`config.mk`:
```
export PLATFORM = sky130hd
export DESIGN_NAME = peripherals_top
export DESIGN_NICKNAME = d
export VERILOG_FILES = /design/src/hw/periph_pkg.sv /design/src/hw/io_decoder.sv /design/src/hw/ems_mapper.sv /design/src/hw/keyboard_glue.sv /design/src/hw/bus_readback.sv /design/src/hw/peripherals_top.sv
export SDC_FILE = /design/constraint.sdc
export NUM_CORES = 1
export LEC_CHECK = 0
export ABC_AREA = 0
export BUFFER_PORTS_ARGS = -buffer_cell sky130_fd_sc_hd__buf_2
export CAP_MARGIN = 20
export CORE_ASPECT_RATIO = 0.7
export CORE_MARGIN = 10
export CORE_UTILIZATION = 52
export DETAILED_ROUTE_END_ITERATION = 10
export GPL_ROUTABILITY_DRIVEN = 0
export PLACE_DENSITY_LB_ADDON = 0.08
export SYNTH_ARGS = -nofsm -noshare
export SYNTH_HDL_FRONTEND = slang
export SYNTH_SLANG_ARGS = --single-unit
```
`constraint.sdc`:
```
create_clock -name clock -period 2.4 [get_ports clock]
set_input_delay 0.48 -clock clock [delete_from_list [all_inputs] [get_ports clock]]
set_output_delay 0.48 -clock clock [all_outputs]
set_load 0.01 [all_outputs]
```
`src/hw/periph_pkg.sv`:
```
// Shared widths, address constants and the I/O target type for the
// XT peripheral glue block. Files refer to these by scoped name.

package periph_pkg;

    // Bus widths
    localparam int ADDR_W    = 20;
    localparam int DATA_W    = 8;

    // EMS page registers
    localparam int EMS_PAGES = 4;
    localparam int EMS_MAP_W = 7;

    // I/O addresses
    // EMS registers occupy four consecutive ports from here
    localparam logic [15:0] EMS_IO_BASE = 16'h0260;
    localparam logic [15:0] LPT_IO_ADDR = 16'h0378;

    // Memory windows
    // BIOS at F0000-FFFFF, matched on address bits 19..16
    localparam logic [3:0] BIOS_WINDOW  = 4'hF;
    // Disk ROM at EC000-EFFFF, matched on address bits 19..14
    localparam logic [5:0] XTIDE_WINDOW = 6'b111011;

    // EMS write codes
    localparam logic [7:0] EMS_DISABLE_CODE = 8'hFF;
    // Bytes below this value map a page
    localparam logic [7:0] EMS_MAP_LIMIT    = 8'h80;

    // Device hit by the current I/O cycle
    typedef enum logic [2:0] {
        TGT_NONE,
        TGT_DMA,
        TGT_PIC,
        TGT_PIT,
        TGT_PPI,
        TGT_DMA_PAGE,
        TGT_EMS,
        TGT_LPT
    } io_target_e;

endpackage

```
`src/hw/io_decoder.sv`:
```
// I/O and memory address decode for the peripheral block.
// Gives one I/O target per cycle plus active-low selects for the
// external chips and the two ROM windows. Purely combinational.

`timescale 1ns/1ps

module io_decoder (
    input  logic [periph_pkg::ADDR_W-1:0] address_i,
    input  logic                          address_enable_n_i,
    input  logic                          io_read_n_i,
    input  logic                          io_write_n_i,
    input  logic                          ems_enabled_i,
    output periph_pkg::io_target_e        target_o,
    output logic                          dma_cs_n_o,
    output logic                          pic_cs_n_o,
    output logic                          pit_cs_n_o,
    output logic                          ppi_cs_n_o,
    output logic                          dma_page_cs_n_o,
    output logic                          bios_cs_n_o,
    output logic                          xtide_cs_n_o
);

    logic iorq;
    logic io_cycle;
    logic mem_cycle;
    logic ext_space;
    logic ems_hit;
    logic lpt_hit;

    assign iorq      = !io_read_n_i || !io_write_n_i;
    assign io_cycle  = !address_enable_n_i && iorq;
    assign mem_cycle = !address_enable_n_i && !iorq;

    // Motherboard chips live in the first 256 ports
    assign ext_space = io_cycle && (address_i[9:8] == 2'b00);

    assign ems_hit = io_cycle && ems_enabled_i
                     && (address_i[15:2] == periph_pkg::EMS_IO_BASE[15:2]);
    assign lpt_hit = io_cycle && (address_i[15:0] == periph_pkg::LPT_IO_ADDR);

    always_comb begin
        target_o = periph_pkg::TGT_NONE;
        if (ext_space) begin
            // 32-byte blocks, only the first five are populated
            case (address_i[7:5])
                3'd0:    target_o = periph_pkg::TGT_DMA;
                3'd1:    target_o = periph_pkg::TGT_PIC;
                3'd2:    target_o = periph_pkg::TGT_PIT;
                3'd3:    target_o = periph_pkg::TGT_PPI;
                3'd4:    target_o = periph_pkg::TGT_DMA_PAGE;
                default: target_o = periph_pkg::TGT_NONE;
            endcase
        end else if (ems_hit) begin
            target_o = periph_pkg::TGT_EMS;
        end else if (lpt_hit) begin
            target_o = periph_pkg::TGT_LPT;
        end
    end

    // Chip selects follow the single target
    assign dma_cs_n_o      = (target_o != periph_pkg::TGT_DMA);
    assign pic_cs_n_o      = (target_o != periph_pkg::TGT_PIC);
    assign pit_cs_n_o      = (target_o != periph_pkg::TGT_PIT);
    assign ppi_cs_n_o      = (target_o != periph_pkg::TGT_PPI);
    assign dma_page_cs_n_o = (target_o != periph_pkg::TGT_DMA_PAGE);

    // ROM windows only on memory cycles
    assign bios_cs_n_o  = !(mem_cycle
                            && (address_i[19:16] == periph_pkg::BIOS_WINDOW));
    assign xtide_cs_n_o = !(mem_cycle
                            && (address_i[19:14] == periph_pkg::XTIDE_WINDOW));

endmodule

```
`src/hw/ems_mapper.sv`:
```
// Four-page EMS mapper. Port writes go through a two-stage pipeline
// into the page registers; reads return the selected page, and the
// window hit outputs flag memory cycles into an enabled page.

`timescale 1ns/1ps

module ems_mapper (
    input  logic                             clock,
    input  logic                             reset,
    input  logic [periph_pkg::ADDR_W-1:0]    address_i,
    input  logic [periph_pkg::DATA_W-1:0]    data_i,
    input  logic                             io_write_n_i,
    input  logic                             io_read_n_i,
    input  periph_pkg::io_target_e           target_i,
    input  logic [1:0]                       ems_base_i,
    output logic [periph_pkg::DATA_W-1:0]    read_data_o,
    output logic [periph_pkg::EMS_PAGES-1:0] window_hit_o
);

    localparam int IDX_W = $clog2(periph_pkg::EMS_PAGES);

    logic                            iorq;
    logic                            write_sample;
    logic [IDX_W-1:0]                page_sel;
    logic                            wr_valid_q;
    logic [IDX_W-1:0]                wr_index_q;
    logic [periph_pkg::DATA_W-1:0]   wr_data_q;
    logic [periph_pkg::EMS_MAP_W-1:0] map_q [periph_pkg::EMS_PAGES];
    logic [periph_pkg::EMS_PAGES-1:0] enable_q;
    logic [3:0]                      base_nibble;

    assign iorq         = !io_read_n_i || !io_write_n_i;
    assign write_sample = (target_i == periph_pkg::TGT_EMS) && !io_write_n_i;
    assign page_sel     = address_i[IDX_W-1:0];

    // Stage one: capture page index and written byte
    always_ff @(posedge clock, posedge reset) begin
        if (reset) begin
            wr_valid_q <= 1'b0;
        end else begin
            wr_valid_q <= write_sample;
        end
    end

    always_ff @(posedge clock) begin
        if (write_sample) begin
            wr_index_q <= page_sel;
            wr_data_q  <= data_i;
        end
    end

    // Stage two: apply the write rules to the page
    always_ff @(posedge clock, posedge reset) begin
        if (reset) begin
            enable_q <= '0;
        end else if (wr_valid_q) begin
            if (wr_data_q == periph_pkg::EMS_DISABLE_CODE) begin
                enable_q[wr_index_q] <= 1'b0;
            end else if (wr_data_q < periph_pkg::EMS_MAP_LIMIT) begin
                enable_q[wr_index_q] <= 1'b1;
            end
        end
    end

    always_ff @(posedge clock) begin
        if (wr_valid_q) begin
            if (wr_data_q == periph_pkg::EMS_DISABLE_CODE) begin
                map_q[wr_index_q] <= {periph_pkg::EMS_MAP_W{1'b1}};
            end else if (wr_data_q < periph_pkg::EMS_MAP_LIMIT) begin
                map_q[wr_index_q] <= wr_data_q[periph_pkg::EMS_MAP_W-1:0];
            end
            // Codes 80..FE are ignored
        end
    end

    // Disabled pages read as FF
    assign read_data_o = enable_q[page_sel]
        ? {{(periph_pkg::DATA_W - periph_pkg::EMS_MAP_W){1'b0}}, map_q[page_sel]}
        : {periph_pkg::DATA_W{1'b1}};

    // Frame segment at A000, C000 or D000
    always_comb begin
        case (ems_base_i)
            2'd0:    base_nibble = 4'hA;
            2'd1:    base_nibble = 4'hC;
            default: base_nibble = 4'hD;
        endcase
    end

    // 16 KB windows, one per page
    always_comb begin
        for (int k = 0; k < periph_pkg::EMS_PAGES; k++) begin
            window_hit_o[k] = !iorq && enable_q[k]
                              && (address_i[19:14] == {base_nibble, IDX_W'(k)});
        end
    end

    // Windows never overlap
    assert property (@(posedge clock) disable iff (reset)
        $onehot0(window_hit_o));

    // A sampled write has landed two edges later
    assert property (@(posedge clock) disable iff (reset)
        $past(write_sample, 2) |->
            (($past(data_i, 2) == periph_pkg::EMS_DISABLE_CODE)
                ? (!enable_q[$past(page_sel, 2)]
                   && (map_q[$past(page_sel, 2)] == {periph_pkg::EMS_MAP_W{1'b1}}))
                : ($past(data_i, 2) < periph_pkg::EMS_MAP_LIMIT)
                    ? (enable_q[$past(page_sel, 2)]
                       && (map_q[$past(page_sel, 2)]
                           == $past(data_i[periph_pkg::EMS_MAP_W-1:0], 2)))
                    : 1'b1));

endmodule

```
`src/hw/keyboard_glue.sv`:
```
// Keyboard path conditioning. Keycode and irq are delayed through a
// sync pipeline, a rise of the keyboard reset line asks the PS/2
// sender for a reset, and the PS/2 clock is held low while busy.

`timescale 1ns/1ps

module keyboard_glue #(
    parameter int KEY_SYNC_STAGES = 2
) (
    input  logic                          clock,
    input  logic                          reset,
    input  logic [periph_pkg::DATA_W-1:0] keycode_i,
    input  logic                          keyboard_irq_i,
    input  logic [periph_pkg::DATA_W-1:0] port_b_i,
    input  logic                          tandy_mode_i,
    input  logic                          ps2_send_clock_i,
    output logic [periph_pkg::DATA_W-1:0] port_a_o,
    output logic                          keyboard_interrupt_o,
    output logic                          send_request_o,
    output logic                          ps2_clock_out_o
);

    // Irq rides on top of the keycode
    localparam int PIPE_W = periph_pkg::DATA_W + 1;

    logic [PIPE_W-1:0] sync_q [KEY_SYNC_STAGES];
    logic              kbd_reset_n;
    logic              kbd_reset_n_q;

    always_ff @(posedge clock, posedge reset) begin
        if (reset) begin
            for (int i = 0; i < KEY_SYNC_STAGES; i++) begin
                sync_q[i] <= '0;
            end
        end else begin
            sync_q[0] <= {keyboard_irq_i, keycode_i};
            for (int i = 1; i < KEY_SYNC_STAGES; i++) begin
                sync_q[i] <= sync_q[i-1];
            end
        end
    end

    assign port_a_o             = sync_q[KEY_SYNC_STAGES-1][periph_pkg::DATA_W-1:0];
    assign keyboard_interrupt_o = sync_q[KEY_SYNC_STAGES-1][periph_pkg::DATA_W];

    // Port B bit 6 holds the keyboard in reset; Tandy has no such line
    assign kbd_reset_n = tandy_mode_i ? 1'b1 : port_b_i[6];

    // Starts high so power-up does not look like a release
    always_ff @(posedge clock, posedge reset) begin
        if (reset) begin
            kbd_reset_n_q   <= 1'b1;
            send_request_o  <= 1'b0;
            ps2_clock_out_o <= 1'b1;
        end else begin
            kbd_reset_n_q   <= kbd_reset_n;
            send_request_o  <= kbd_reset_n && !kbd_reset_n_q;
            // Inhibit while a code is pending, sending, or held in reset
            ps2_clock_out_o <= !(keyboard_irq_i || !ps2_send_clock_i || !kbd_reset_n);
        end
    end

    // Reset request is a single-cycle pulse
    assert property (@(posedge clock) disable iff (reset)
        send_request_o |=> !send_request_o);

endmodule

```
`src/hw/bus_readback.sv`:
```
// Parallel-port data latch and the registered readback byte that the
// chipset returns to the CPU. from_chipset_o tells the bus whether
// this block drives data on the current read.

`timescale 1ns/1ps

module bus_readback (
    input  logic                          clock,
    input  logic                          reset,
    input  periph_pkg::io_target_e        target_i,
    input  logic                          io_read_n_i,
    input  logic                          io_write_n_i,
    input  logic [periph_pkg::DATA_W-1:0] data_i,
    input  logic [periph_pkg::DATA_W-1:0] ems_data_i,
    output logic [periph_pkg::DATA_W-1:0] data_bus_o,
    output logic                          from_chipset_o
);

    logic [periph_pkg::DATA_W-1:0] lpt_data_q;
    logic                          ems_read;
    logic                          lpt_read;
    logic                          lpt_write;

    assign ems_read  = (target_i == periph_pkg::TGT_EMS) && !io_read_n_i;
    assign lpt_read  = (target_i == periph_pkg::TGT_LPT) && !io_read_n_i;
    assign lpt_write = (target_i == periph_pkg::TGT_LPT) && !io_write_n_i;

    // Printer data port idles with all lines high
    always_ff @(posedge clock, posedge reset) begin
        if (reset) begin
            lpt_data_q <= {periph_pkg::DATA_W{1'b1}};
        end else if (lpt_write) begin
            lpt_data_q <= data_i;
        end
    end

    always_ff @(posedge clock, posedge reset) begin
        if (reset) begin
            data_bus_o     <= '0;
            from_chipset_o <= 1'b0;
        end else if (ems_read) begin
            data_bus_o     <= ems_data_i;
            from_chipset_o <= 1'b1;
        end else if (lpt_read) begin
            data_bus_o     <= lpt_data_q;
            from_chipset_o <= 1'b1;
        end else begin
            // Bus left to other devices
            data_bus_o     <= '0;
            from_chipset_o <= 1'b0;
        end
    end

endmodule

```
`src/hw/peripherals_top.sv`:
```
// Top of the XT peripheral glue block. Connects the address decoder,
// EMS mapper, keyboard conditioning and CPU readback.

`timescale 1ns/1ps

module peripherals_top #(
    parameter int KEY_SYNC_STAGES = 2
) (
    input  logic                             clock,
    input  logic                             reset,
    // CPU bus
    input  logic [periph_pkg::ADDR_W-1:0]    address_i,
    input  logic [periph_pkg::DATA_W-1:0]    data_i,
    input  logic                             io_read_n_i,
    input  logic                             io_write_n_i,
    input  logic                             address_enable_n_i,
    output logic [periph_pkg::DATA_W-1:0]    data_bus_o,
    output logic                             from_chipset_o,
    // Chip selects
    output logic                             dma_cs_n_o,
    output logic                             pic_cs_n_o,
    output logic                             pit_cs_n_o,
    output logic                             ppi_cs_n_o,
    output logic                             dma_page_cs_n_o,
    output logic                             bios_cs_n_o,
    output logic                             xtide_cs_n_o,
    // EMS
    input  logic                             ems_enabled_i,
    input  logic [1:0]                       ems_base_i,
    output logic [periph_pkg::EMS_PAGES-1:0] window_hit_o,
    // Keyboard
    input  logic [periph_pkg::DATA_W-1:0]    keycode_i,
    input  logic                             keyboard_irq_i,
    input  logic [periph_pkg::DATA_W-1:0]    port_b_i,
    input  logic                             tandy_mode_i,
    input  logic                             ps2_send_clock_i,
    output logic [periph_pkg::DATA_W-1:0]    port_a_o,
    output logic                             keyboard_interrupt_o,
    output logic                             send_request_o,
    output logic                             ps2_clock_out_o
);

    periph_pkg::io_target_e        target;
    logic [periph_pkg::DATA_W-1:0] ems_read_data;

    io_decoder u_io_decoder (
        .address_i          (address_i),
        .address_enable_n_i (address_enable_n_i),
        .io_read_n_i        (io_read_n_i),
        .io_write_n_i       (io_write_n_i),
        .ems_enabled_i      (ems_enabled_i),
        .target_o           (target),
        .dma_cs_n_o         (dma_cs_n_o),
        .pic_cs_n_o         (pic_cs_n_o),
        .pit_cs_n_o         (pit_cs_n_o),
        .ppi_cs_n_o         (ppi_cs_n_o),
        .dma_page_cs_n_o    (dma_page_cs_n_o),
        .bios_cs_n_o        (bios_cs_n_o),
        .xtide_cs_n_o       (xtide_cs_n_o)
    );

    ems_mapper u_ems_mapper (
        .clock        (clock),
        .reset        (reset),
        .address_i    (address_i),
        .data_i       (data_i),
        .io_write_n_i (io_write_n_i),
        .io_read_n_i  (io_read_n_i),
        .target_i     (target),
        .ems_base_i   (ems_base_i),
        .read_data_o  (ems_read_data),
        .window_hit_o (window_hit_o)
    );

    keyboard_glue #(
        .KEY_SYNC_STAGES (KEY_SYNC_STAGES)
    ) u_keyboard_glue (
        .clock                (clock),
        .reset                (reset),
        .keycode_i            (keycode_i),
        .keyboard_irq_i       (keyboard_irq_i),
        .port_b_i             (port_b_i),
        .tandy_mode_i         (tandy_mode_i),
        .ps2_send_clock_i     (ps2_send_clock_i),
        .port_a_o             (port_a_o),
        .keyboard_interrupt_o (keyboard_interrupt_o),
        .send_request_o       (send_request_o),
        .ps2_clock_out_o      (ps2_clock_out_o)
    );

    bus_readback u_bus_readback (
        .clock          (clock),
        .reset          (reset),
        .target_i       (target),
        .io_read_n_i    (io_read_n_i),
        .io_write_n_i   (io_write_n_i),
        .data_i         (data_i),
        .ems_data_i     (ems_read_data),
        .data_bus_o     (data_bus_o),
        .from_chipset_o (from_chipset_o)
    );

endmodule

```
==> flow_metrics.env <==
export IMPL_status="complete, no violations"
export IMPL_endpoint_kind="output pin"
export IMPL_dr_wl_met3_microns=575
export IMPL_yosysSeqAreaShare=0.688
export IMPL_post_dp_hpwl_microns=5260
export IMPL_port_buffer_count=78
export IMPL_routedWlPerCell_microns=19.2
export IMPL_grt_pass1_vias=2083
export IMPL_vias=2067
export IMPL_setup_ws_ns=0.0802
export IMPL_cp_slowest_cell="a211o_2"
export IMPL_required_ns=1.92
export IMPL_syn_nets=260
export IMPL_finalMaxSlewViolations=0
export IMPL_ys_ff_latch=81
export IMPL_layout_common_cells="78 x buf_2, 38 x edfxtp_1, 33 x dfrtp_1, 19 x buf_4, 14 x nand2b_1"
export IMPL_final_setup_viol_count=0
export IMPL_syn_to_final_growth_pct=23.3
export IMPL_io_pins=86
export IMPL_m1WireLength_microns=3270
export IMPL_total_power_mw=2.57
export IMPL_clockBufferDepth=2
export IMPL_critPathMaxFanout=2
export IMPL_worstSetupStartpointType="primary input"
export IMPL_dpl_instance_area_sq_um=3770
export IMPL_h_tree_depth=3
export IMPL_layout_nets=356
export IMPL_fp_row_count=23
export IMPL_die_area_sq_um=9840
export IMPL_cts_tree="yes"
export IMPL_start_util=0.552
export IMPL_skew_ns=0.00533
export IMPL_reg2reg_slack_ns=0.79
export IMPL_dp_cells=364
export IMPL_final_cells=381
export IMPL_leakage_nw=1.77
export IMPL_die_x_microns=114
export IMPL_clk_latency_ns=0.35
export IMPL_hold_path_class="in2reg"
export IMPL_irDropWorstVdd_uv=429
export IMPL_postCtsHoldBufs=0
export IMPL_antenna_found_initial=0
export IMPL_max_slew_margin=0.636
export IMPL_fp_dieH_microns=86.0
export IMPL_slowest_delay_ns=0.32
export IMPL_cts_buffers=9
export IMPL_crit_top_cell="buf_2"
export IMPL_rsz0062_at_grt="false"
export IMPL_routed_wl_microns=7330
export IMPL_route_detailed_drc=0
export IMPL_finalHoldViolations=0
export IMPL_layout_worst_path_cycle_share=0.967
export IMPL_synth_cell_types=36
export IMPL_crit_chain="buf_2, nor4_2, buf_4, nand4_1, a211o_2, a211o_1, buf_2"
export IMPL_drt_initial_drc_count=102
export IMPL_arrival_ns=1.84
export IMPL_cts_sinks=81
export IMPL_antenna_cells_inserted=0
export IMPL_core_area_sq_um=5870
export IMPL_fin_crit_ns=2.32
export IMPL_clk_pin_slew_ns=0.08
export IMPL_netlist_area_sq_um=3240
export IMPL_first_pass_iters=4
export IMPL_routed_via_density=5.43
export IMPL_grt_overflow_total=0
export IMPL_async_reset_ff_frac=0.531
export IMPL_cts_root_buffer="clkbuf_8"
export IMPL_cpLargestDelayFamily="compound AO/OA/AOI/OAI gates"
export IMPL_ant_nets=0
export IMPL_grt_max_degree=44
export IMPL_drv_cap=0
export IMPL_syn_avg_cell_area_sq_um=15.8
export IMPL_worstMarginPinSlew_ns=0.546
export IMPL_critPathBufInv=3
export IMPL_track_usage=0.154
export IMPL_routed_top_layer="met4"
export IMPL_finalSetupTns_ns=0
export IMPL_final_cell_area_sq_um=4000
export IMPL_power_density_nw_per_um2=643
export IMPL_final_common_cell="buf_2"
export IMPL_worst_setup_path_type="in2out"
export IMPL_synthCells=205
export IMPL_wl_met2_microns=3350
export IMPL_ys_warn_count=0
export IMPL_max_freq_mhz=431
export IMPL_drive_above_1_share=0.448
export IMPL_preCtsSetupSlack_ns=-0.0146
export IMPL_synth_top_flop_cell="edfxtp_1"
export IMPL_grt_pass1_wl_microns=11400
export IMPL_synth_edf_count=38
## report_power, final
| group | internal [mW] | total [mW] | switching (mW) | leakage [nW] |
|---|---|---|---|---|
| Sequential | 1.46 | 1.47 | 0.00394 | 0.944 |
| Combinational | 0.0556 | 0.124 | 0.0684 | 0.732 |
| Clock | 0.483 | 0.977 | 0.495 | 0.0905 |
## repair_timing
item | CTS | global route
buffers inserted | 0 | 1
endpoints found under the setup margin | 1 | 1
gates cloned | 0 | 0
resized for setup | 1 | 2
## path summary, 6_finish.rpt
path | from | end | cells after the start
worst max register to register | u_ems_mapper.wr_data_q[1] | u_ems_mapper.map_q[0][0] | 6
min in group asynchronous | reset | u_keyboard_glue.sync_q[14] | 3
max in group asynchronous | reset | u_keyboard_glue.ps2_clock_out_o | 3
worst min-delay path | keycode_i[4] | u_keyboard_glue.sync_q[13] | 1
worst min register to register | u_keyboard_glue.sync_q[12] | u_keyboard_glue.port_a_o[3] | 0
worst max-delay path | address_i[2] | dma_page_cs_n_o | 7
## stage by stage
stage	hold slack (ns)	util
after floorplan	0.331	-
after global placement	0.332	0.643
after detailed placement	0.335	0.643
after CTS	0.203	0.677
after global routing	0.205	0.681
final	0.226	0.681
## cell families (layout without fill, tap and decap cells)
logic type             count (synthesis)  after routing  share of synthesized area
AOI/OAI and AO/OA                     22             22                     0.0487
buffers and inverters                 14            115                     0.0305
muxes                                 16             16                      0.102
and+or+nand+nor                       72             72                      0.131
DFF                                   81             81                      0.688
## cell usage after synthesis, drive strengths merged (7+ instances only)
cell type | number | area share
nor3 | 8 | 0.012
a21oi | 7 | 0.011
buf | 11 | 0.027
nand2 | 9 | 0.010
mux4 | 8 | 0.065
edfxtp | 38 | 0.35
dfrtp | 33 | 0.25
a22o | 7 | 0.019
dfstp | 10 | 0.081
nand2b | 14 | 0.027
nor2 | 11 | 0.015
mux2 | 8 | 0.037
nor2b | 7 | 0.014
## cell type report
type,count,area (sq um)
inverter,2,7.51
timing repair buffer,97,533
clock inverter,6,66.3
tap,75,93.8
fill,429,1880
clock buffer,10,128
sequential,81,2230
multi-input combinational,110,937
## worst reg2reg max path: stages, from the launching register on
cell and delay (ns):
edfxtp_1 0.41, nand2_1 0.08, nor3_1 0.25, buf_4 0.18, nor2_1 0.07, nor3_1 0.13
buf_4 0.21
## flip-flops by register name, summed over array words and instances (netlist names), named ones only
signal	flops
u_ems_mapper.map_q	28
u_keyboard_glue.sync_q	9
u_keyboard_glue.port_a_o	8
u_ems_mapper.wr_data_q	8
u_keyboard_glue.kbd_reset_n_q	1
u_keyboard_glue.ps2_clock_out_o	1
u_keyboard_glue.keyboard_interrupt_o	1
u_ems_mapper.wr_index_q	2
u_keyboard_glue.send_request_o	1
u_bus_readback.from_chipset_o	1
u_ems_mapper.wr_valid_q	1
u_bus_readback.data_bus_o	8
u_bus_readback.lpt_data_q	8
## per-layer routing
metal  up-vias  GRT usage
met5         -          0
met2        64      0.227
met3        13     0.0612
met1      1029      0.199
met4         0     0.0590
li1        961          -
(Power assumes the default switching activity.)
